<file path="config.mk">
export PLATFORM = sky130hd
export DESIGN_NAME = cache_cntrl_assoc
export DESIGN_NICKNAME = d
export VERILOG_FILES = /design/src/cache_pkg.sv /design/src/cache_cntrl_assoc.sv
export SDC_FILE = /design/constraint.sdc
export NUM_CORES = 1
export LEC_CHECK = 0
export ABC_AREA = 1
export BUFFER_PORTS_ARGS = -buffer_cell sky130_fd_sc_hd__buf_2
export CORE_ASPECT_RATIO = 0.9
export CORE_MARGIN = 10
export CORE_UTILIZATION = 37
export DETAILED_ROUTE_END_ITERATION = 6
export PLACE_DENSITY = 0.77
export SYNTH_ARGS = -nofsm -noshare
export SYNTH_HDL_FRONTEND = slang
export SYNTH_SLANG_ARGS = --single-unit
</file>
<file path="constraint.sdc">
create_clock -name clk -period 1.92 [get_ports clk]
set_input_delay 0 -clock clk [delete_from_list [all_inputs] [get_ports clk]]
set_output_delay 0 -clock clk [all_outputs]
set_load 0.01 [all_outputs]
</file>
<file path="src/cache_pkg.sv">
`default_nettype none

package cache_pkg;

    localparam int num_ways       = 2;
    localparam int tag_w          = 5;
    localparam int idx_w          = 8;
    localparam int num_sets       = 256;
    localparam int words_per_line = 4;
    localparam int data_w         = 16;
    localparam int mem_words      = 32768;

    // memory starts as address plus this base.
    localparam logic [data_w-1:0] mem_init_base = 16'h5a00;

    // controller states.
    localparam logic [3:0] st_idle    = 4'd0;
    localparam logic [3:0] st_compare = 4'd1;
    localparam logic [3:0] st_wb_0    = 4'd2;
    localparam logic [3:0] st_wb_1    = 4'd3;
    localparam logic [3:0] st_wb_2    = 4'd4;
    localparam logic [3:0] st_wb_3    = 4'd5;
    localparam logic [3:0] st_rf_0    = 4'd6;
    localparam logic [3:0] st_rf_1    = 4'd7;
    localparam logic [3:0] st_rf_2    = 4'd8;
    localparam logic [3:0] st_rf_3    = 4'd9;
    localparam logic [3:0] st_rf_4    = 4'd10;
    localparam logic [3:0] st_rf_5    = 4'd11;

    typedef struct packed {
        logic [tag_w-1:0]                   tag;
        logic [idx_w-1:0]                   index;
        logic [$clog2(words_per_line)-1:0]  word;
        logic                               byte_bit;
    } cache_addr_fields_t;

    typedef union packed {
        logic [data_w-1:0]  flat;
        cache_addr_fields_t fields;
    } cache_addr_u;

    typedef struct packed {
        logic              rd;
        logic              wr;
        cache_addr_u       addr;
        logic [data_w-1:0] wdata;
    } cpu_req_t;

    typedef struct packed {
        logic                              comp;
        logic                              write;
        logic                              valid_in;
        logic                              dirty_in;
        logic [num_ways-1:0]               way_sel;
        logic [idx_w-1:0]                  index;
        logic [$clog2(words_per_line)-1:0] word;
        logic [tag_w-1:0]                  tag;
        logic [data_w-1:0]                 wdata;
    } way_ctrl_t;

    typedef struct packed {
        logic              hit;
        logic              valid;
        logic              dirty;
        logic [tag_w-1:0]  tag;
        logic [data_w-1:0] rdata;
    } way_stat_t;

    typedef struct packed {
        logic                        hit;
        logic [$clog2(num_ways)-1:0] hit_way;
        logic [$clog2(num_ways)-1:0] victim_way;
        logic                        victim_valid;
        logic                        victim_dirty;
        logic [tag_w-1:0]            victim_tag;
        logic [data_w-1:0]           rdata;
    } merged_stat_t;

    typedef struct packed {
        logic              read;
        logic              write;
        logic [data_w-1:0] addr;
        logic [data_w-1:0] wdata;
    } mem_req_t;

endpackage

`default_nettype wire

</file>
<file path="src/cache_cntrl_assoc.sv">
`timescale 1ns/10ps
`default_nettype none

module cache_cntrl_assoc (
    input  wire logic                               clk,
    input  wire logic                               reset,
    input  wire cache_pkg::cpu_req_t                req,
    input  wire cache_pkg::merged_stat_t            merged,
    input  wire logic [cache_pkg::data_w-1:0]       mem_rdata,
    output cache_pkg::way_ctrl_t                    way_ctrl,
    output logic                                    lru_touch,
    output logic [$clog2(cache_pkg::num_ways)-1:0]  touch_way,
    output cache_pkg::mem_req_t                     mem_req,
    output logic [cache_pkg::data_w-1:0]            rdata,
    output logic                                    done,
    output logic                                    stall,
    output logic                                    cache_hit
);

    logic [3:0]                                     state;
    logic [3:0]                                     nxt_state;
    logic [3:0]                                     wb_off;
    logic [3:0]                                     rf_off;
    logic [$clog2(cache_pkg::words_per_line)-1:0]   fill_word;
    logic [$clog2(cache_pkg::num_ways)-1:0]         victim_q;
    logic [cache_pkg::data_w-1:0]                   fill_q;
    logic [cache_pkg::data_w-1:0]                   fill_data;
    logic [cache_pkg::data_w-1:0]                   read_word_q;

    assign wb_off = state - cache_pkg::st_wb_0;
    assign rf_off = state - cache_pkg::st_rf_0;

    // way writes trail the memory reads by two states.
    assign fill_word = rf_off[1:0] + 2'd2;

    // a write miss merges its own word into the refill.
    assign fill_data = (req.wr && (req.addr.fields.word == fill_word)) ? req.wdata : fill_q;

    always_comb begin
        nxt_state         = state;
        way_ctrl          = '0;
        way_ctrl.index    = req.addr.fields.index;
        way_ctrl.word     = req.addr.fields.word;
        way_ctrl.tag      = req.addr.fields.tag;
        way_ctrl.wdata    = req.wdata;
        mem_req           = '0;
        lru_touch         = 1'b0;
        touch_way         = merged.hit_way;
        rdata             = merged.rdata;
        done              = 1'b0;
        stall             = 1'b1;
        cache_hit         = 1'b0;

        case (state)
            cache_pkg::st_idle: begin
                stall = 1'b0;
                if (req.rd || req.wr) begin
                    nxt_state = cache_pkg::st_compare;
                end
            end
            cache_pkg::st_compare: begin
                way_ctrl.comp     = 1'b1;
                way_ctrl.write    = req.wr;
                way_ctrl.valid_in = 1'b1;
                way_ctrl.dirty_in = 1'b1;
                way_ctrl.way_sel  = '1;
                if (merged.hit) begin
                    done      = 1'b1;
                    cache_hit = 1'b1;
                    lru_touch = 1'b1;
                    nxt_state = cache_pkg::st_idle;
                end else if (merged.victim_valid && merged.victim_dirty) begin
                    nxt_state = cache_pkg::st_wb_0;
                end else begin
                    nxt_state = cache_pkg::st_rf_0;
                end
            end
            cache_pkg::st_wb_0, cache_pkg::st_wb_1,
            cache_pkg::st_wb_2, cache_pkg::st_wb_3: begin
                // victim line goes back one word per cycle.
                way_ctrl.word = wb_off[1:0];
                mem_req.write = 1'b1;
                mem_req.addr  = {merged.victim_tag, req.addr.fields.index, wb_off[1:0], 1'b0};
                mem_req.wdata = merged.rdata;
                nxt_state     = state + 4'd1;
            end
            cache_pkg::st_rf_0, cache_pkg::st_rf_1, cache_pkg::st_rf_2,
            cache_pkg::st_rf_3, cache_pkg::st_rf_4, cache_pkg::st_rf_5: begin
                if (state <= cache_pkg::st_rf_3) begin
                    mem_req.read = 1'b1;
                    mem_req.addr = {req.addr.fields.tag, req.addr.fields.index,
                                    rf_off[1:0], 1'b0};
                end
                if (state >= cache_pkg::st_rf_2) begin
                    way_ctrl.write              = 1'b1;
                    way_ctrl.valid_in           = 1'b1;
                    way_ctrl.dirty_in           = req.wr;
                    way_ctrl.way_sel[victim_q]  = 1'b1;
                    way_ctrl.word               = fill_word;
                    way_ctrl.wdata              = fill_data;
                end
                if (state == cache_pkg::st_rf_5) begin
                    done      = 1'b1;
                    lru_touch = 1'b1;
                    touch_way = victim_q;
                    rdata     = (req.addr.fields.word == 2'd3) ? fill_q : read_word_q;
                    nxt_state = cache_pkg::st_idle;
                end else begin
                    nxt_state = state + 4'd1;
                end
            end
            default: begin
                nxt_state = cache_pkg::st_idle;
            end
        endcase
    end

    always_ff @(posedge clk) begin
        if (reset) begin
            state    <= cache_pkg::st_idle;
            victim_q <= '0;
        end else begin
            state <= nxt_state;
            if (state == cache_pkg::st_compare) begin
                victim_q <= merged.victim_way;
            end
        end
    end

    // memory word realigned to the way write slot.
    always_ff @(posedge clk) begin
        fill_q <= mem_rdata;
        if (state >= cache_pkg::st_rf_2 && fill_word == req.addr.fields.word) begin
            read_word_q <= fill_q;
        end
    end

endmodule

`default_nettype wire

</file>
==> results_tabular.tex <==
\begin{tabular}{lr}
\hline
Metric & Value \\
\hline
\multicolumn{2}{l}{\textbf{Global route}} \\
Total grt overflow & 0 \\
M3 GR Usage & 4.70\% \\
Global-route track usage on met2 & 31.8\% \\
Antenna violations before repair & 0 \\
Met1 track utilization from global routing & 19.5\% \\
GRT Max-Usage Layer & met2 \\
Total Routing Usage GR & 17.2\% \\
Via count of the first global-routing pass & 2617 \\
First-pass GRT wire length & 13.5 mm \\
Maximum number of pins on one net before global-route repair & 34 \\
\multicolumn{2}{l}{\textbf{Pwr}} \\
VDD IR-drop max & 0.587 mV \\
Share of power burned in the clock network & 17.8\% \\
Cell-internal power & 1.84 mW \\
Fraction of power consumed by sequential logic & 29.7\% \\
Leakage power figure & 2.08 nW \\
Switching Share & 41.8\% \\
Combinational share of power & 52.5\% \\
Areal power density over the cells & 846 mW/mm² \\
Total power draw & 3.16 mW \\
Sw Pwr & 1.32 mW \\
\multicolumn{2}{l}{\textbf{Worst setup path}} \\
CP arrival & 1.96 ns \\
Critical-path cell with the highest stage delay & sky130\_fd\_sc\_hd\_\_dfxtp\_4 \\
Slowest cell delay on critical path & 0.41 ns \\
CP endpoint kind & output port \\
Worst-path maximum fanout & 7 \\
Cell-by-cell trace of the critical path & buf\_6 -> ha\_4 -> o21ai\_4 -> buf\_4 -> o21ai\_4 -> buf\_4 -> a22o\_1 -> buf\_2 \\
Required time of the critical path & 1.92 ns \\
Critical Path Start Type & flop \\
Critical Setup Path Class & flop to output port \\
\multicolumn{2}{l}{\textbf{Detailed routing}} \\
Via count & 2842 \\
Wire length after detailed routing & 10.0 mm \\
Via count normalized by instance count & 4.82 \\
\# DRC & 0 \\
Routed wire length per instance & 17.0 µm \\
First DRT Iteration DRCs & 149 \\
Final ANT Viol Nets & 0 \\
Number of detailed-routing iterations run before antenna repair & 4 \\
\multicolumn{2}{l}{\textbf{Timing}} \\
Clock period minus final worst setup slack & 1.96 ns \\
Hold violation count in the final report & 0 \\
Unrepaired setup endpoints after global routing & true \\
Share of the clock period used by the worst path after layout & 102\% \\
Max-slew violations & 0 \\
Post-route clock skew & 0.00287 ns \\
Least setup slack across all paths after layout & -0.0407 ns \\
Peak clock frequency supported by timing & 510 MHz \\
Worst hold margin & 0.0456 ns \\
Final number of setup-violating endpoints & 2 \\
\multicolumn{2}{l}{\textbf{Placed design}} \\
Final weighted congestion in routability-driven placement & 0.837 \\
Post-DP HPWL & 6.80 mm \\
Port bufs & 167 \\
Instance area at placement & 0.00314 mm² \\
\multicolumn{2}{l}{\textbf{Finish}} \\
Antenna diode count & 0 \\
Utilization after layout & 61.4\% \\
Cell area after layout & 0.00373 mm² \\
Share of post-route cells with drive strength above 1 & 45.8\% \\
Multi-input gate area in the final layout & 0.00117 mm² \\
Number of fillers in the final layout & 534 \\
Combined flip-flop and latch cell area & 910 µm² \\
Synth-to-layout area growth & 61.3\% \\
Final Net Count & 599 \\
\multicolumn{2}{l}{\textbf{Floorplanning}} \\
Die W & 103 µm \\
Die outline area & 0.00982 mm² \\
Rows & 27 \\
Number of top-level pins & 170 \\
Die outline height & 95.0 µm \\
Starting utilization of the core area & 38.0\% \\
Total core area & 0.00608 mm² \\
\multicolumn{2}{l}{\textbf{Clock tree}} \\
CTS root buffer & sky130\_fd\_sc\_hd\_\_clkbuf\_8 \\
Count of H-tree levels built during CTS & 2 \\
Insertion delay of the later-clocked pin in the worst-skew pair & 0.28 ns \\
Bufs on Longest Clock Path & 2 \\
Number of clock sinks & 37 \\
Clock slew at reported path FFs & 0.08 ns \\
TritonCTS Buffers & 5 \\
Clock tree from TritonCTS & done \\
\multicolumn{2}{l}{\textbf{Synthesis}} \\
Syn\_nets & 404 \\
Adder-Cell Fraction of Synth Area & 2.16\% \\
Count of synthesis-stage warnings from yosys & 0 \\
XOR/XNOR Fraction of Synth Area & 1.51\% \\
Top area cells in the synthesized netlist & sky130\_fd\_sc\_hd\_\_edfxtp\_1, sky130\_fd\_sc\_hd\_\_dfxtp\_1, sky130\_fd\_sc\_hd\_\_nand2\_1 \\
Sequential-to-total area share from yosys stat & 38.9\% \\
Synthesized-area fraction occupied by ao, oa, aoi and oai cells & 12.4\% \\
Fraction of the mapped netlist area in simple logic gates & 29.0\% \\
Share of cell area taken by muxes after synthesis & 0\% \\
Largest family of logic cells by synthesized area & simple AND/OR/NAND/NOR gates \\
Proportion of netlist area held by the largest area contributor & 20.8\% \\
Post-Synthesis Mean Instance Area & 7.18 µm² \\
Post-synthesis instance area & 0.00231 mm² \\
Yosys reg bits & 37 \\
Cell count after synthesis & 322 \\
Synth area leader & sky130\_fd\_sc\_hd\_\_edfxtp\_1 \\
Count of unique library cells instantiated by Yosys & 28 \\
\multicolumn{2}{l}{\textbf{Run status}} \\
Result of the run & finished, violations left \\
Violations in the final reports & negative setup slack \\
\multicolumn{2}{l}{\textbf{Flow run}} \\
Max-cap violation count & 0 \\
\multicolumn{2}{l}{\textbf{Worst hold path}} \\
Worst hold-check path type & primary input to flop \\
\hline
\end{tabular}
[cells in the final DEF, fill, tap and decap left out, types with 3 or more instances in the layout]
master                          instances
sky130_fd_sc_hd__buf_4                 19
sky130_fd_sc_hd__nand2_2                6
sky130_fd_sc_hd__inv_6                  4
sky130_fd_sc_hd__nand3_2                3
sky130_fd_sc_hd__clkbuf_8               5
sky130_fd_sc_hd__edfxtp_1              16
sky130_fd_sc_hd__a22o_1                 5
sky130_fd_sc_hd__inv_1                 41
sky130_fd_sc_hd__nand3_1               26
sky130_fd_sc_hd__nor2_2                 5
sky130_fd_sc_hd__o22ai_1               16
sky130_fd_sc_hd__buf_6                  7
sky130_fd_sc_hd__buf_2                163
sky130_fd_sc_hd__nor2_1                56
sky130_fd_sc_hd__inv_2                  3
sky130_fd_sc_hd__nand2_1               54
sky130_fd_sc_hd__nand2_4                4
sky130_fd_sc_hd__ha_4                   3
sky130_fd_sc_hd__o21ai_0               22
sky130_fd_sc_hd__dlygate4sd3_1         18
sky130_fd_sc_hd__dfxtp_1               18
[power groups by stage]
stage	registers, mW	logic, mW	clock network (mW)
2_1_floorplan	0.916	0.799	0
3_3_place_gp	0.922	1.27	0
3_5_place_dp	0.924	1.29	0
4_1_cts	0.909	1.36	0.569
5_1_grt	0.945	1.80	0.619
6_report	0.938	1.66	0.561
[Yosys cell counts]
library cell	n
sky130_fd_sc_hd__a21oi_1	1
sky130_fd_sc_hd__a22o_1	5
sky130_fd_sc_hd__buf_2	5
sky130_fd_sc_hd__buf_4	15
sky130_fd_sc_hd__buf_6	3
sky130_fd_sc_hd__clkbuf_1	2
sky130_fd_sc_hd__clkbuf_4	1
sky130_fd_sc_hd__conb_1	1
sky130_fd_sc_hd__dfxtp_1	21
sky130_fd_sc_hd__edfxtp_1	16
sky130_fd_sc_hd__ha_1	4
sky130_fd_sc_hd__inv_1	44
sky130_fd_sc_hd__inv_2	2
sky130_fd_sc_hd__inv_4	1
sky130_fd_sc_hd__nand2_1	59
sky130_fd_sc_hd__nand2_2	2
sky130_fd_sc_hd__nand2_4	2
sky130_fd_sc_hd__nand3_1	26
sky130_fd_sc_hd__nand3_2	4
sky130_fd_sc_hd__nand4_1	1
sky130_fd_sc_hd__nor2_1	59
sky130_fd_sc_hd__nor2_2	1
sky130_fd_sc_hd__nor2_4	1
sky130_fd_sc_hd__o21ai_0	24
sky130_fd_sc_hd__o21ai_2	2
sky130_fd_sc_hd__o22ai_1	16
sky130_fd_sc_hd__xnor2_1	2
sky130_fd_sc_hd__xor2_1	2
[cell families (layout without fill, tap and decap cells)]
logic type,after synthesis,after routing
AND/OR/NAND/NOR,155,158
other,1,1
adder cells (fa/ha/maj),4,4
XOR/XNOR,4,4
flip-flops,37,37
AO/OA/AOI/OAI,48,48
buffers and inverters,73,266
[registers in the layout, summed over array words and instances, names as in the netlist]
| register | cells |
|---|---|
| fill_q | 16 |
| read_word_q | 16 |
| state | 4 |
| victim_q | 1 |
[final cells by class]
class / count / area share [%]
clock inverters: 3 / 0.536
multi-input cells: 215 / 31.4
inverters: 47 / 5.26
well taps: 72 / 2.41
repair inverters: 2 / 0.469
repair buffers: 209 / 33.7
clock buffers: 5 / 1.84
flip-flops and latches: 37 / 24.4
[what timing repair did]
item	in CTS	in global routing
buffers inserted	1	13
hold buffers	18	0
endpoints found under the hold margin	18	0
cloned	0	5
endpoints found under the setup margin	44	64
gates resized for setup	8	36
pin swaps	1	10
[path summary, 6_finish.rpt]
check,cells after the start,end,startpoint,slack (ns)
max,8,mem_req[30],state[0]$_SDFFE_PP0P_,-0.04
min,4,state[2]$_SDFFE_PP0P_,merged[21],0.05
min reg2reg,0,read_word_q[4]$_DFFE_PP_,fill_q[4]$_DFF_P_,0.47
max reg2reg,13,state[2]$_SDFFE_PP0P_,state[0]$_SDFFE_PP0P_,0.09
[routing by layer]
metal,part of all wire [%],vias to the layer above
li1,-,1413
met1,37,1297
met2,54,122
met3,8.1,10
met4,1.2,0
met5,0,-
[through the flow]
| stage | TNS (ns) | worst slack, ns | std cells |
|---|---|---|---|
| floorplan | 0 | 0.107 | 322 |
| global route | -0.967 | -0.0753 | 590 |
| CTS | 0 | 0.00294 | 572 |
| finish | -0.0458 | -0.0407 | 590 |
| global placement | 0 | 0.181 | 545 |
| detailed placement | 0 | 0.187 | 545 |
[critical path, delay by kind of cell (launching register included)]
family                     cells  cell delay [ns]
adders and majority gates      1             0.16
AOI/OAI and AO/OA              3             0.49
DFF                            1             0.41
buffers and inverters          4             0.62
(Power assumes the default switching activity.)
