## src/cache_pkg.sv

```systemverilog
`default_nettype none

package cache_pkg;

    localparam int num_ways       = 2;
    localparam int tag_w          = 5;
    localparam int idx_w          = 8;
    localparam int num_sets       = 256;
    localparam int words_per_line = 4;
    localparam int data_w         = 16;
    localparam int mem_words      = 32768;

    // memory starts as address plus this base.
    localparam logic [data_w-1:0] mem_init_base = 16'h5a00;

    // controller states.
    localparam logic [3:0] st_idle    = 4'd0;
    localparam logic [3:0] st_compare = 4'd1;
    localparam logic [3:0] st_wb_0    = 4'd2;
    localparam logic [3:0] st_wb_1    = 4'd3;
    localparam logic [3:0] st_wb_2    = 4'd4;
    localparam logic [3:0] st_wb_3    = 4'd5;
    localparam logic [3:0] st_rf_0    = 4'd6;
    localparam logic [3:0] st_rf_1    = 4'd7;
    localparam logic [3:0] st_rf_2    = 4'd8;
    localparam logic [3:0] st_rf_3    = 4'd9;
    localparam logic [3:0] st_rf_4    = 4'd10;
    localparam logic [3:0] st_rf_5    = 4'd11;

    typedef struct packed {
        logic [tag_w-1:0]                   tag;
        logic [idx_w-1:0]                   index;
        logic [$clog2(words_per_line)-1:0]  word;
        logic                               byte_bit;
    } cache_addr_fields_t;

    typedef union packed {
        logic [data_w-1:0]  flat;
        cache_addr_fields_t fields;
    } cache_addr_u;

    typedef struct packed {
        logic              rd;
        logic              wr;
        cache_addr_u       addr;
        logic [data_w-1:0] wdata;
    } cpu_req_t;

    typedef struct packed {
        logic                              comp;
        logic                              write;
        logic                              valid_in;
        logic                              dirty_in;
        logic [num_ways-1:0]               way_sel;
        logic [idx_w-1:0]                  index;
        logic [$clog2(words_per_line)-1:0] word;
        logic [tag_w-1:0]                  tag;
        logic [data_w-1:0]                 wdata;
    } way_ctrl_t;

    typedef struct packed {
        logic              hit;
        logic              valid;
        logic              dirty;
        logic [tag_w-1:0]  tag;
        logic [data_w-1:0] rdata;
    } way_stat_t;

    typedef struct packed {
        logic                        hit;
        logic [$clog2(num_ways)-1:0] hit_way;
        logic [$clog2(num_ways)-1:0] victim_way;
        logic                        victim_valid;
        logic                        victim_dirty;
        logic [tag_w-1:0]            victim_tag;
        logic [data_w-1:0]           rdata;
    } merged_stat_t;

    typedef struct packed {
        logic              read;
        logic              write;
        logic [data_w-1:0] addr;
        logic [data_w-1:0] wdata;
    } mem_req_t;

endpackage

`default_nettype wire

```

## src/way_merge.sv

```systemverilog
`timescale 1ns/10ps
`default_nettype none

module way_merge (
    input  wire logic                                   clk,
    input  wire logic                                   reset,
    input  wire cache_pkg::way_stat_t                   stats [cache_pkg::num_ways],
    input  wire logic [cache_pkg::idx_w-1:0]            index,
    input  wire logic                                   lru_touch,
    input  wire logic [$clog2(cache_pkg::num_ways)-1:0] touch_way,
    output cache_pkg::merged_stat_t                     merged
);

    // per set, the way to evict next.
    logic [cache_pkg::num_sets-1:0] lru_bits;

    always_comb begin
        logic found;
        merged = '0;
        found  = 1'b0;

        // invalid way first, lowest number wins.
        merged.victim_way = lru_bits[index];
        for (int i = 0; i < cache_pkg::num_ways; i++) begin
            if (!stats[i].valid && !found) begin
                merged.victim_way = i[$clog2(cache_pkg::num_ways)-1:0];
                found             = 1'b1;
            end
        end
        merged.victim_valid = stats[merged.victim_way].valid;
        merged.victim_dirty = stats[merged.victim_way].dirty;
        merged.victim_tag   = stats[merged.victim_way].tag;
        merged.rdata        = stats[merged.victim_way].rdata;

        // hit data overrides the victim word.
        for (int i = 0; i < cache_pkg::num_ways; i++) begin
            if (stats[i].hit) begin
                merged.hit     = 1'b1;
                merged.hit_way = i[$clog2(cache_pkg::num_ways)-1:0];
                merged.rdata   = stats[i].rdata;
            end
        end
    end

    always_ff @(posedge clk) begin
        if (reset) begin
            lru_bits <= '0;
        end else if (lru_touch) begin
            lru_bits[index] <= ~touch_way;
        end
    end

endmodule

`default_nettype wire

```

## config.mk

```make
export PLATFORM = sky130hd
export DESIGN_NAME = way_merge
export DESIGN_NICKNAME = d
export VERILOG_FILES = /design/src/cache_pkg.sv /design/src/way_merge.sv
export SDC_FILE = /design/constraint.sdc
export NUM_CORES = 1
export LEC_CHECK = 0
export BUFFER_PORTS_ARGS = -buffer_cell sky130_fd_sc_hd__buf_2
export CAP_MARGIN = 10
export CORE_MARGIN = 4
export CORE_UTILIZATION = 50
export DETAILED_ROUTE_END_ITERATION = 6
export GPL_ROUTABILITY_DRIVEN = 0
export PLACE_DENSITY = 0.68
export SLEW_MARGIN = 20
export SYNTH_ARGS = -nofsm -noshare
export SYNTH_HDL_FRONTEND = slang
export SYNTH_SLANG_ARGS = --single-unit
```

## constraint.sdc

```tcl
create_clock -name clk -period 3.6 [get_ports clk]
set_input_delay 0.54 -clock clk [delete_from_list [all_inputs] [get_ports clk]]
set_output_delay 0.54 -clock clk [all_outputs]
set_load 0.01 [all_outputs]
```

==> metrics.cfg, run 1 <==
[hold_path]
hp-class=primary input to flop
min_to=lru_bits[16]
hp-start=touch_way
hold_path_depth=2

[synthesis]
ys.flop_type=dfxtp_1
yosys.area.top_type=dfxtp_1
avgSynthCellArea_um2=9.54
synth_top_area_share_pct=41.0
synth_cell_types=49
yosys.cell_count.top_type=a21oi_1
synth_edf_count=0
synthTopCellsByArea=dfxtp_1, a311oi_1, a21oi_1, mux4_2, clkbuf_1
synth_cells=1311
ys_ff_latch=256
postSynth.asyncResetShare_pct=0
synth_fp_nets=1371
synth_warnings=0
synth_common_cells=a21oi_1, a311oi_1, dfxtp_1
yosysSeqAreaShare_pct=41.0
synth_area_um2=12500

[routing]
first_pass_iters=5
viasPerCell=6.73
drt_iter0_markers=1570
drtAntennaViolNets=0
routed_wl_um=37700
wire_per_inst_um=22.1
vias=11500
route.detailed.drc=0

[grt]
gr-max-usage-layer=met2
grt_pass1_vias=10700
use_met3_pct=3.76
met1_usage_pct=38.1
grt_max_degree=119
grt_overflow=0
grt_util_met2_pct=40.7
grt.total_usage_pct=26.0
grt_pass1_wl_um=60900
antenna_found_initial=0

[setup_path]
cp-end-kind=output pin
r2r_slack_ns=2.79
ff2ff_path_depth=2
crit_family=compound AO/OA/AOI/OAI gates
r2r_end=lru_bits[252]
critPathBufInv=1
cp.required_ns=3.06
crit_fanout=7
path_class=flop to output pin
slowest_stage=or4_4
start_kind=flop
r2r-start=lru_bits[252]
critPathArrivalTime_ns=3.23
crit_chain=mux2_2 -> o311a_1 -> nand3_1 -> nand4_1 -> or4_4 -> a211o_4 -> o21ai_4 -> mux2_2 -> buf_2
cp_common_cell=mux2_2
max_stage_delay_ns=0.48

[cells_and_area]
area_growth_pct=18.4
largest_reg_flops=256
reg_top3=lru_bits: 256 flops
fin_nets=1429
final_area_um2=14800
nFillCells=2031
final_util_pct=60.5
top_register=lru_bits
final_layout_size_suffix_gt1_share_pct=25.8
diodes=0

[timing]
setup_viol=23
fin_ws_ns=-0.165
skew_ns=0
min_period_over_period_pct=105
tightestPinTransition_ns=0.832
fin_crit_ns=3.77
rsz0062_at_grt=true
finalHoldViolCount=0
fmax_mhz=266
slew-limit-headroom_pct=44.5
drv_slew=0

[flow_run]
maxCapViolations=0

[pwr]
power.density_nw_per_um2=423
vdd_drop_max_mv=0.336
p_leak_nw=4.83

[floorplanning]
pin_count=86
coreArea_um2=24500
initial_core_util_pct=51.1
rows=57
dieHeight_um=166
die_w_um=166
die-area_um2=27600

[cts]
hold_buffers=0
cts-root-buf=clkbuf_16
clkSlewWorstSetupHoldPaths_ns=0.06
clockBufferDepth=3
clk_latency_ns=0.52
numCtsBuffers=27
clkSinkCount=256
h-tree-depth=1
cts_tree=done

[placement]
placed_area_um2=13800
dp_slack_ns=-0.428
hpwl_um=24100
port_buffers=85

[run_status]
violations=setup timing
outcome=complete, but fails checks

through the flow:
| stage | std cells | power, mW | hold WS, ns | setup TNS, ns |
|---|---|---|---|---|
| after detailed placement | 1657 | 3.54 | 0.507 | -5.92 |
| after floorplan | 1311 | 3.28 | 0.488 | 0 |
| after global routing | 1711 | 6.46 | 0.426 | -4.05 |
| final | 1711 | 6.27 | 0.431 | -2.60 |
| after CTS | 1707 | 6.28 | 0.399 | -1.62 |
| after global placement | 1657 | 3.53 | 0.499 | -6.40 |
layer usage:
metal  vias to the layer above  wire length, µm
met5                         -                0
met2                       507            17700
met4                         0              906
li1                       5390                -
met3                        72             2960
met1                      5544            16200
cell families (layout without fill, tap and decap cells):
| family | Yosys count | count (layout) | share of synthesized area (%) |
|---|---|---|---|
| AOI/OAI and AO/OA | 608 | 608 | 33.8 |
| buffers and inverters | 201 | 277 | 6.81 |
| DFF | 256 | 256 | 41.0 |
| muxes | 103 | 103 | 12.3 |
| and+or+nand+nor | 143 | 143 | 6.09 |
worst max-delay path by stage:
stage                       startpoint    endpoint  slack, ns  depth (start not counted)
after global placement        index[0]  merged[13]      -0.45                         12
after floorplan               index[0]  merged[16]       0.13                         11
final                     lru_bits[49]  merged[17]      -0.17                          9
after detailed placement      index[0]  merged[13]      -0.43                         12
after CTS                 lru_bits[32]  merged[13]      -0.16                          9
after global routing      lru_bits[33]  merged[21]      -0.21                          9
cell usage in the layout, fill, tap and decap left out, types with 5 or more instances in the layout:
cell type,synthesis,final
buf_2,16,81
dfxtp_1,256,254
a22oi_1,19,19
clkinv_2,0,6
a311oi_1,257,257
inv_1,5,5
nor2_1,29,8
o211ai_1,17,17
nand4b_1,15,15
o21a_1,15,15
clkbuf_16,0,28
clkbuf_1,168,6
nand2b_1,8,8
mux4_2,35,36
nor3_2,0,8
a211oi_1,7,6
buf_4,5,122
mux2_2,8,7
buf_6,4,6
nor2_2,0,21
nand2_1,38,38
a21oi_1,275,275
buf_12,1,12
mux2i_1,56,56
nand3_1,18,18
area by class of cell:
cell class	count	area (µm²)	share of cell area, %
Clock buffer	37	753	5.09
Sequential cell	256	5130	34.6
Timing Repair Buffer	225	1710	11.6
Clock inverter	10	106	0.718
Multi-Input combinational cell	854	6690	45.1
Inverter	5	18.8	0.127
Tap cell	324	405	2.74
report_power, final:
| group | internal (mW) | switching (mW) | total, mW |
|---|---|---|---|
| combinational | 0.258 | 0.417 | 0.675 |
| sequential | 2.84 | 0.00355 | 2.84 |
| clock | 1.60 | 1.15 | 2.75 |
what timing repair did:
| action | in CTS | in global routing |
|---|---|---|
| buffers inserted | 3 | 3 |
| gates cloned | 0 | 1 |
| pin swaps | 5 | 11 |
| endpoints found under the setup margin | 23 | 23 |
| gates resized for setup | 18 | 10 |
No activity file was read; power rests on OpenSTA's default activity.
==> run 2: changes to the inputs <==
Settings changed: CELL_PAD_IN_SITES_DETAIL_PLACEMENT set to 1, CELL_PAD_IN_SITES_GLOBAL_PLACEMENT set to 1, CORE_UTILIZATION 50 to 45, PLACE_DENSITY 0.68 to not set, PLACE_DENSITY_LB_ADDON set to 0.1.
==> run 2 against run 1 <==
  * The run still ends with setup timing left
  * Wire length up 15%
  * Critical path depth up 2
  * Clock skew unchanged
  * Worst hold slack better by 0.085 ns
  * Sequential share of layout area down 0.41 points
  * Total power up 1.6%
  * Sequential power about the same
  * Fmax down 0.69%
  * Setup slack worse by 0.026 ns
  * Die area up 11%
  * Via count up 1.3%
  * Critical endpoint is now merged[19]
  * Highest routed layer unchanged
==> metrics.cfg, run 2 (synthesized netlist as in run 1, its figures left out) <==
[routing]
route.detailed.drc=0  ; unchanged
drtAntennaViolNets=0  ; unchanged
vias=11700  ; +1.3%
drt_iter0_markers=1218  ; -22%
routed_wl_um=43200  ; +15%
first_pass_iters=5  ; unchanged
wire_per_inst_um=24.7  ; +12%
viasPerCell=6.65  ; -1.1%

[pwr]
combPwrFrac_pct=11.1  ; +0.3 points
switching_share_pct=25.4  ; +0.28 points
power_mw=6.37  ; +1.6%
p_sw_mw=1.62  ; +2.7%
internal-power_mw=4.75  ; +1.2%
seqPwrFrac_pct=44.7  ; -0.6 points
vdd_drop_max_mv=0.395  ; +18%
pwr-share-clk_pct=44.2  ; +0.3 points
p_leak_nw=4.85  ; +0.41%
power.density_nw_per_um2=425  ; +0.36%

[setup_path]
crit_fanout=17  ; +10
critPathArrivalTime_ns=3.25  ; +0.02 ns
r2r_slack_ns=2.75  ; -0.04 ns
cp-end-kind=output pin
start_kind=primary input
cp.required_ns=3.06  ; about the same
path_class=primary input to output pin
r2r_end=lru_bits[177]
ff2ff_path_depth=2  ; unchanged
r2r-start=lru_bits[177]

[floorplanning]
initial_core_util_pct=46.0  ; -5.1 points
dieHeight_um=175  ; +5.1%
coreArea_um2=27200  ; +11%
pin_count=86  ; unchanged
die_w_um=175  ; +5.1%
rows=60  ; +5.3%
die-area_um2=30500  ; +11%

[cells_and_area]
layout_common_cells=a21oi_1, a311oi_1, dfxtp_1, buf_4, buf_2
nFillCells=3012  ; +48%
diodes=0  ; unchanged
reg_top3=lru_bits: 256 flops
area_growth_pct=19.9
largest_reg_flops=256  ; unchanged
top_register=lru_bits
final_common_cell=a21oi_1
final_area_um2=15000  ; +1.2%
fin_nets=1424  ; -0.35%
final_layout_size_suffix_gt1_share_pct=25.5  ; -0.32 points

[placement]
hpwl_um=26700  ; +11%
port_buffers=85  ; unchanged
placed_area_um2=13800  ; +0.29%

[timing]
min_period_over_period_pct=105  ; +0.72 points
drv_slew=0  ; unchanged
holdWs_ns=0.516  ; +0.0851 ns
finalHoldViolCount=0  ; unchanged
fin_ws_ns=-0.192  ; -0.0260 ns
slew-limit-headroom_pct=39.9  ; -4.6 points
tightestPinTransition_ns=0.901  ; +0.0693 ns
setup_viol=22  ; -4.3%
fin_crit_ns=3.79  ; +0.0260 ns
fmax_mhz=264  ; -0.69%
rsz0062_at_grt=true
skew_ns=0  ; unchanged

[cts]
hold_buffers=0  ; unchanged
cts_tree=done
cts-root-buf=clkbuf_16
clkSlewWorstSetupHoldPaths_ns=0.05  ; about the same
clkSinkCount=256  ; unchanged
clockBufferDepth=3  ; unchanged
clk_latency_ns=0.55  ; +0.03 ns
h-tree-depth=1  ; unchanged
numCtsBuffers=29  ; +7.4%

[grt]
grt.total_usage_pct=26.9  ; +0.84 points
grt_max_degree=104  ; -13%
grt_pass1_vias=11400  ; +6.3%
antenna_found_initial=0  ; unchanged
grt_overflow=0  ; unchanged
grt_pass1_wl_um=67400  ; +11%

[hold_path]
hold_path_depth=2  ; unchanged
min_to=lru_bits[121]
hp-class=flop to flop
hp-start=lru_bits[121]

[flow_run]
maxCapViolations=0  ; unchanged

[run_status]
outcome=complete, but fails checks
violations=setup timing

run 2: how the worst max path moves through the flow:
stage | from | endpoint | slack [ns] | cells past startpoint
after floorplan | index[0] | merged[16] | 0.13 | 11
after global placement | index[0] | merged[13] | -0.37 | 11
after detailed placement | index[0] | merged[17] | -0.41 | 10
after CTS | lru_bits[32] | merged[21] | -0.27 | 10
after global routing | lru_bits[32] | merged[21] | -0.25 | 10
final | index[0] | merged[19] | -0.19 | 11
run 2: cell type report:
type	instances	area [µm²]	area share, %
tap	372	465	3.11
multi-input combinational	854	6740	45.0
clock buffer	44	832	5.55
timing repair buffer	218	1760	11.7
sequential	256	5130	34.2
inverter	5	18.8	0.125
clock inverter	4	48.8	0.326
run 2: layer usage:
layer	track usage (%)	vias up	share of wire (%)
li1	-	5390	-
met1	38.2	5834	45
met2	43.6	366	47
met3	3.57	71	5.3
met4	6.78	0	2.5
met5	0	-	0
run 2: repair_timing:
item	in CTS	in global routing
resized for setup	23	15
cloned	0	1
pin swaps	7	6
setup endpoints to repair	23	23
buffers inserted	3	7
run 2: power groups by stage:
stage / Combinational (mW) / Clock, mW / Sequential, mW
after floorplan: 0.379 / 0 / 2.90
after global placement: 0.641 / 0 / 2.91
after detailed placement: 0.648 / 0 / 2.91
after CTS: 0.677 / 2.87 / 2.84
after global routing: 0.750 / 2.99 / 2.84
final: 0.707 / 2.82 / 2.84
run 2: critical path: stages:
cell,delay [ns]
buf_16,0.18
buf_4,0.16
mux4_2,0.50
nand3_1,0.14
nand3_1,0.11
or4_4,0.57
a211o_4,0.31
o21ai_4,0.15
buf_12,0.14
mux2_4,0.31
buf_6,0.13
run 2: stage by stage:
stage | TNS (ns) | std cells | util (%) | setup WS (ns)
2_1_floorplan | 0 | 1311 | - | 0.134
3_3_place_gp | -4.47 | 1694 | 50.8 | -0.369
3_5_place_dp | -5.22 | 1694 | 50.8 | -0.410
4_1_cts | -3.83 | 1745 | 54.6 | -0.268
5_1_grt | -4.42 | 1753 | 55.1 | -0.254
6_report | -2.76 | 1753 | 55.1 | -0.192
==> run 3: changes to the inputs <==
==> constraint.sdc (replaced) <==
create_clock -name clk -period 3.6 [get_ports clk]
set_input_delay 0.18 -clock clk [delete_from_list [all_inputs] [get_ports clk]]
set_output_delay 0.18 -clock clk [all_outputs]
set_load 0.01 [all_outputs]
==> run 3 against run 2 <==
  * The run now ends clean
  * Sequential share of layout area grew 1.7 points
  * Clock power is 2% higher
  * Combinational power is 13% lower
  * Die area stayed put
  * Critical path depth shrank 3
  * Sequential cell count is the same
  * Wire length shrank 3.3%
  * Largest cell class unchanged
  * Largest power group is now clock
==> metrics.cfg, run 3 (synthesized netlist as in run 1, its figures left out) <==
[timing]
slew-limit-headroom_pct=25.7  ; -14 points
rsz0062_at_grt=true
setup_viol=0  ; -100%
fin_crit_ns=3.52  ; -0.271 ns
min_period_over_period_pct=97.8  ; -7.5 points
fin_ws_ns=0.0797  ; +0.271 ns
skew_ns=0  ; unchanged
fmax_mhz=284  ; +7.7%
tightestPinTransition_ns=1.11  ; +0.209 ns
finalHoldViolCount=0  ; unchanged
holdWs_ns=0.210  ; -0.306 ns
drv_slew=0  ; unchanged

[routing]
wire_per_inst_um=24.7  ; about the same
viasPerCell=6.68  ; +0.48%
first_pass_iters=5  ; unchanged
routed_wl_um=41800  ; -3.3%
drt_iter0_markers=1080  ; -11%
vias=11300  ; -2.9%
route.detailed.drc=0  ; unchanged
drtAntennaViolNets=0  ; unchanged

[placement]
dp_slack_ns=0.261  ; +0.672 ns
port_buffers=85  ; unchanged
hpwl_um=25900  ; -3.1%

[cells_and_area]
layout_common_cells=a21oi_1, a311oi_1, dfxtp_1, buf_2, buf_4
area_growth_pct=14.3
final_util_pct=52.6  ; -2.6 points
seq_area_um2=5120  ; about the same
final_layout_size_suffix_gt1_share_pct=21.6  ; -3.9 points
multiInputGateArea_um2=6660  ; -1.1%
top_register=lru_bits
diodes=0  ; unchanged
nFillCells=3047  ; +1.2%
reg_top3=lru_bits: 256 flops
final_common_cell=a21oi_1
fin_nets=1366  ; -4.1%
largest_reg_flops=256  ; unchanged

[floorplanning]
dieHeight_um=175  ; unchanged
die-area_um2=30500  ; unchanged
pin_count=86  ; unchanged
die_w_um=175  ; unchanged
coreArea_um2=27200  ; unchanged
initial_core_util_pct=46.0  ; unchanged
rows=60  ; unchanged

[hold_path]
hp-class=primary input to flop
min_to=lru_bits[22]
hp-start=reset
hold_path_depth=2  ; unchanged

[setup_path]
crit_chain=mux4_1 -> mux2i_1 -> nor4_2 -> or4_4 -> a211o_4 -> o21ai_4 -> mux2_2 -> buf_2
r2r_slack_ns=2.79  ; +0.04 ns
max_stage_delay_ns=0.56  ; about the same
r2r-start=lru_bits[13]
crit_fanout=7  ; -10
r2r_end=lru_bits[13]
slowest_stage=or4_4
path_class=flop to output pin
ff2ff_path_depth=2  ; unchanged
cp-end-kind=output pin
cp.required_ns=3.42  ; +0.36 ns
critPathArrivalTime_ns=3.34  ; +0.09 ns
start_kind=flop
crit_path_start=lru_bits[147]

[pwr]
power_mw=6.32  ; -0.67%
p_leak_nw=4.48  ; -7.7%
pwr-share-clk_pct=45.4  ; +1.2 points
combPwrFrac_pct=9.7  ; -1.4 points
power.density_nw_per_um2=443  ; +4.2%
switching_share_pct=25.0  ; -0.42 points
internal-power_mw=4.75  ; -0.11%
vdd_drop_max_mv=0.368  ; -6.8%
seqPwrFrac_pct=45.0  ; +0.3 points
p_sw_mw=1.58  ; -2.3%

[cts]
h-tree-depth=1  ; unchanged
clkSinkCount=256  ; unchanged
cts_tree=done
numCtsBuffers=29  ; unchanged
cts-root-buf=clkbuf_16
clockBufferDepth=3  ; unchanged
clk_latency_ns=0.54  ; about the same
clkSlewWorstSetupHoldPaths_ns=0.06  ; about the same
hold_buffers=0  ; unchanged

[grt]
grt_pass1_wl_um=66100  ; -2.0%
grt_max_degree=94  ; -9.6%
antenna_found_initial=0  ; unchanged
grt_overflow=0  ; unchanged
grt.total_usage_pct=26.4  ; -0.51 points
grt_pass1_vias=11100  ; -2.2%

[run_status]
outcome=finished clean

[flow_run]
maxCapViolations=0  ; unchanged

[run 3: final cells by class]
class,instances,area share [%]
multi-input cells,854,46.7
flip-flops and latches,256,35.9
repair buffers,160,7.75
clock buffers,42,5.77
well taps,372,3.26
clock inverters,5,0.552
inverters,5,0.131
[run 3: power by group through the flow]
| stage | clock [mW] | sequential [mW] | combinational (mW) |
|---|---|---|---|
| after detailed placement | 0 | 2.91 | 0.599 |
| after CTS | 2.93 | 2.84 | 0.602 |
| final | 2.87 | 2.84 | 0.612 |
| after floorplan | 0 | 2.90 | 0.379 |
| after global placement | 0 | 2.91 | 0.596 |
| after global routing | 3.06 | 2.84 | 0.656 |
[run 3: critical path, delay by kind of cell, from the launching register on]
family	cells	cell delay, ns
flip-flops	1	0.32
AND/OR/NAND/NOR	2	0.64
AO/OA/AOI/OAI	2	0.58
multiplexers	3	1.11
buffers and inverters	1	0.14
[run 3: per-stage QoR]
stage               area [µm²]  instances  TNS [ns]
CTS                      14300       1693         0
global placement         13400       1646         0
floorplan                12500       1311         0
global route             14300       1694   -0.0220
finish                   14300       1694         0
detailed placement       13400       1646         0
[run 3: worst max-delay path by stage]
stage | end | slack (ns) | cells after the start
after floorplan | merged[16] | 0.85 | 11
after global placement | merged[13] | 0.31 | 11
after detailed placement | merged[13] | 0.26 | 11
after CTS | merged[19] | 0.03 | 8
after global routing | merged[19] | -0.007 | 8
final | merged[19] | 0.08 | 8
[run 3: what timing repair did]
| action | in CTS | in global routing |
|---|---|---|
| buffers inserted | 0 | 1 |
| endpoints found under the setup margin | 0 | 7 |
| resized for setup | 0 | 2 |
[run 3: per-layer routing]
metal	vias up	GRT usage [%]	wire length, µm
met5	-	0	0
met1	5653	38.8	19500
met4	0	6.35	955
li1	5264	-	-
met3	58	3.09	2360
met2	348	41.6	19100
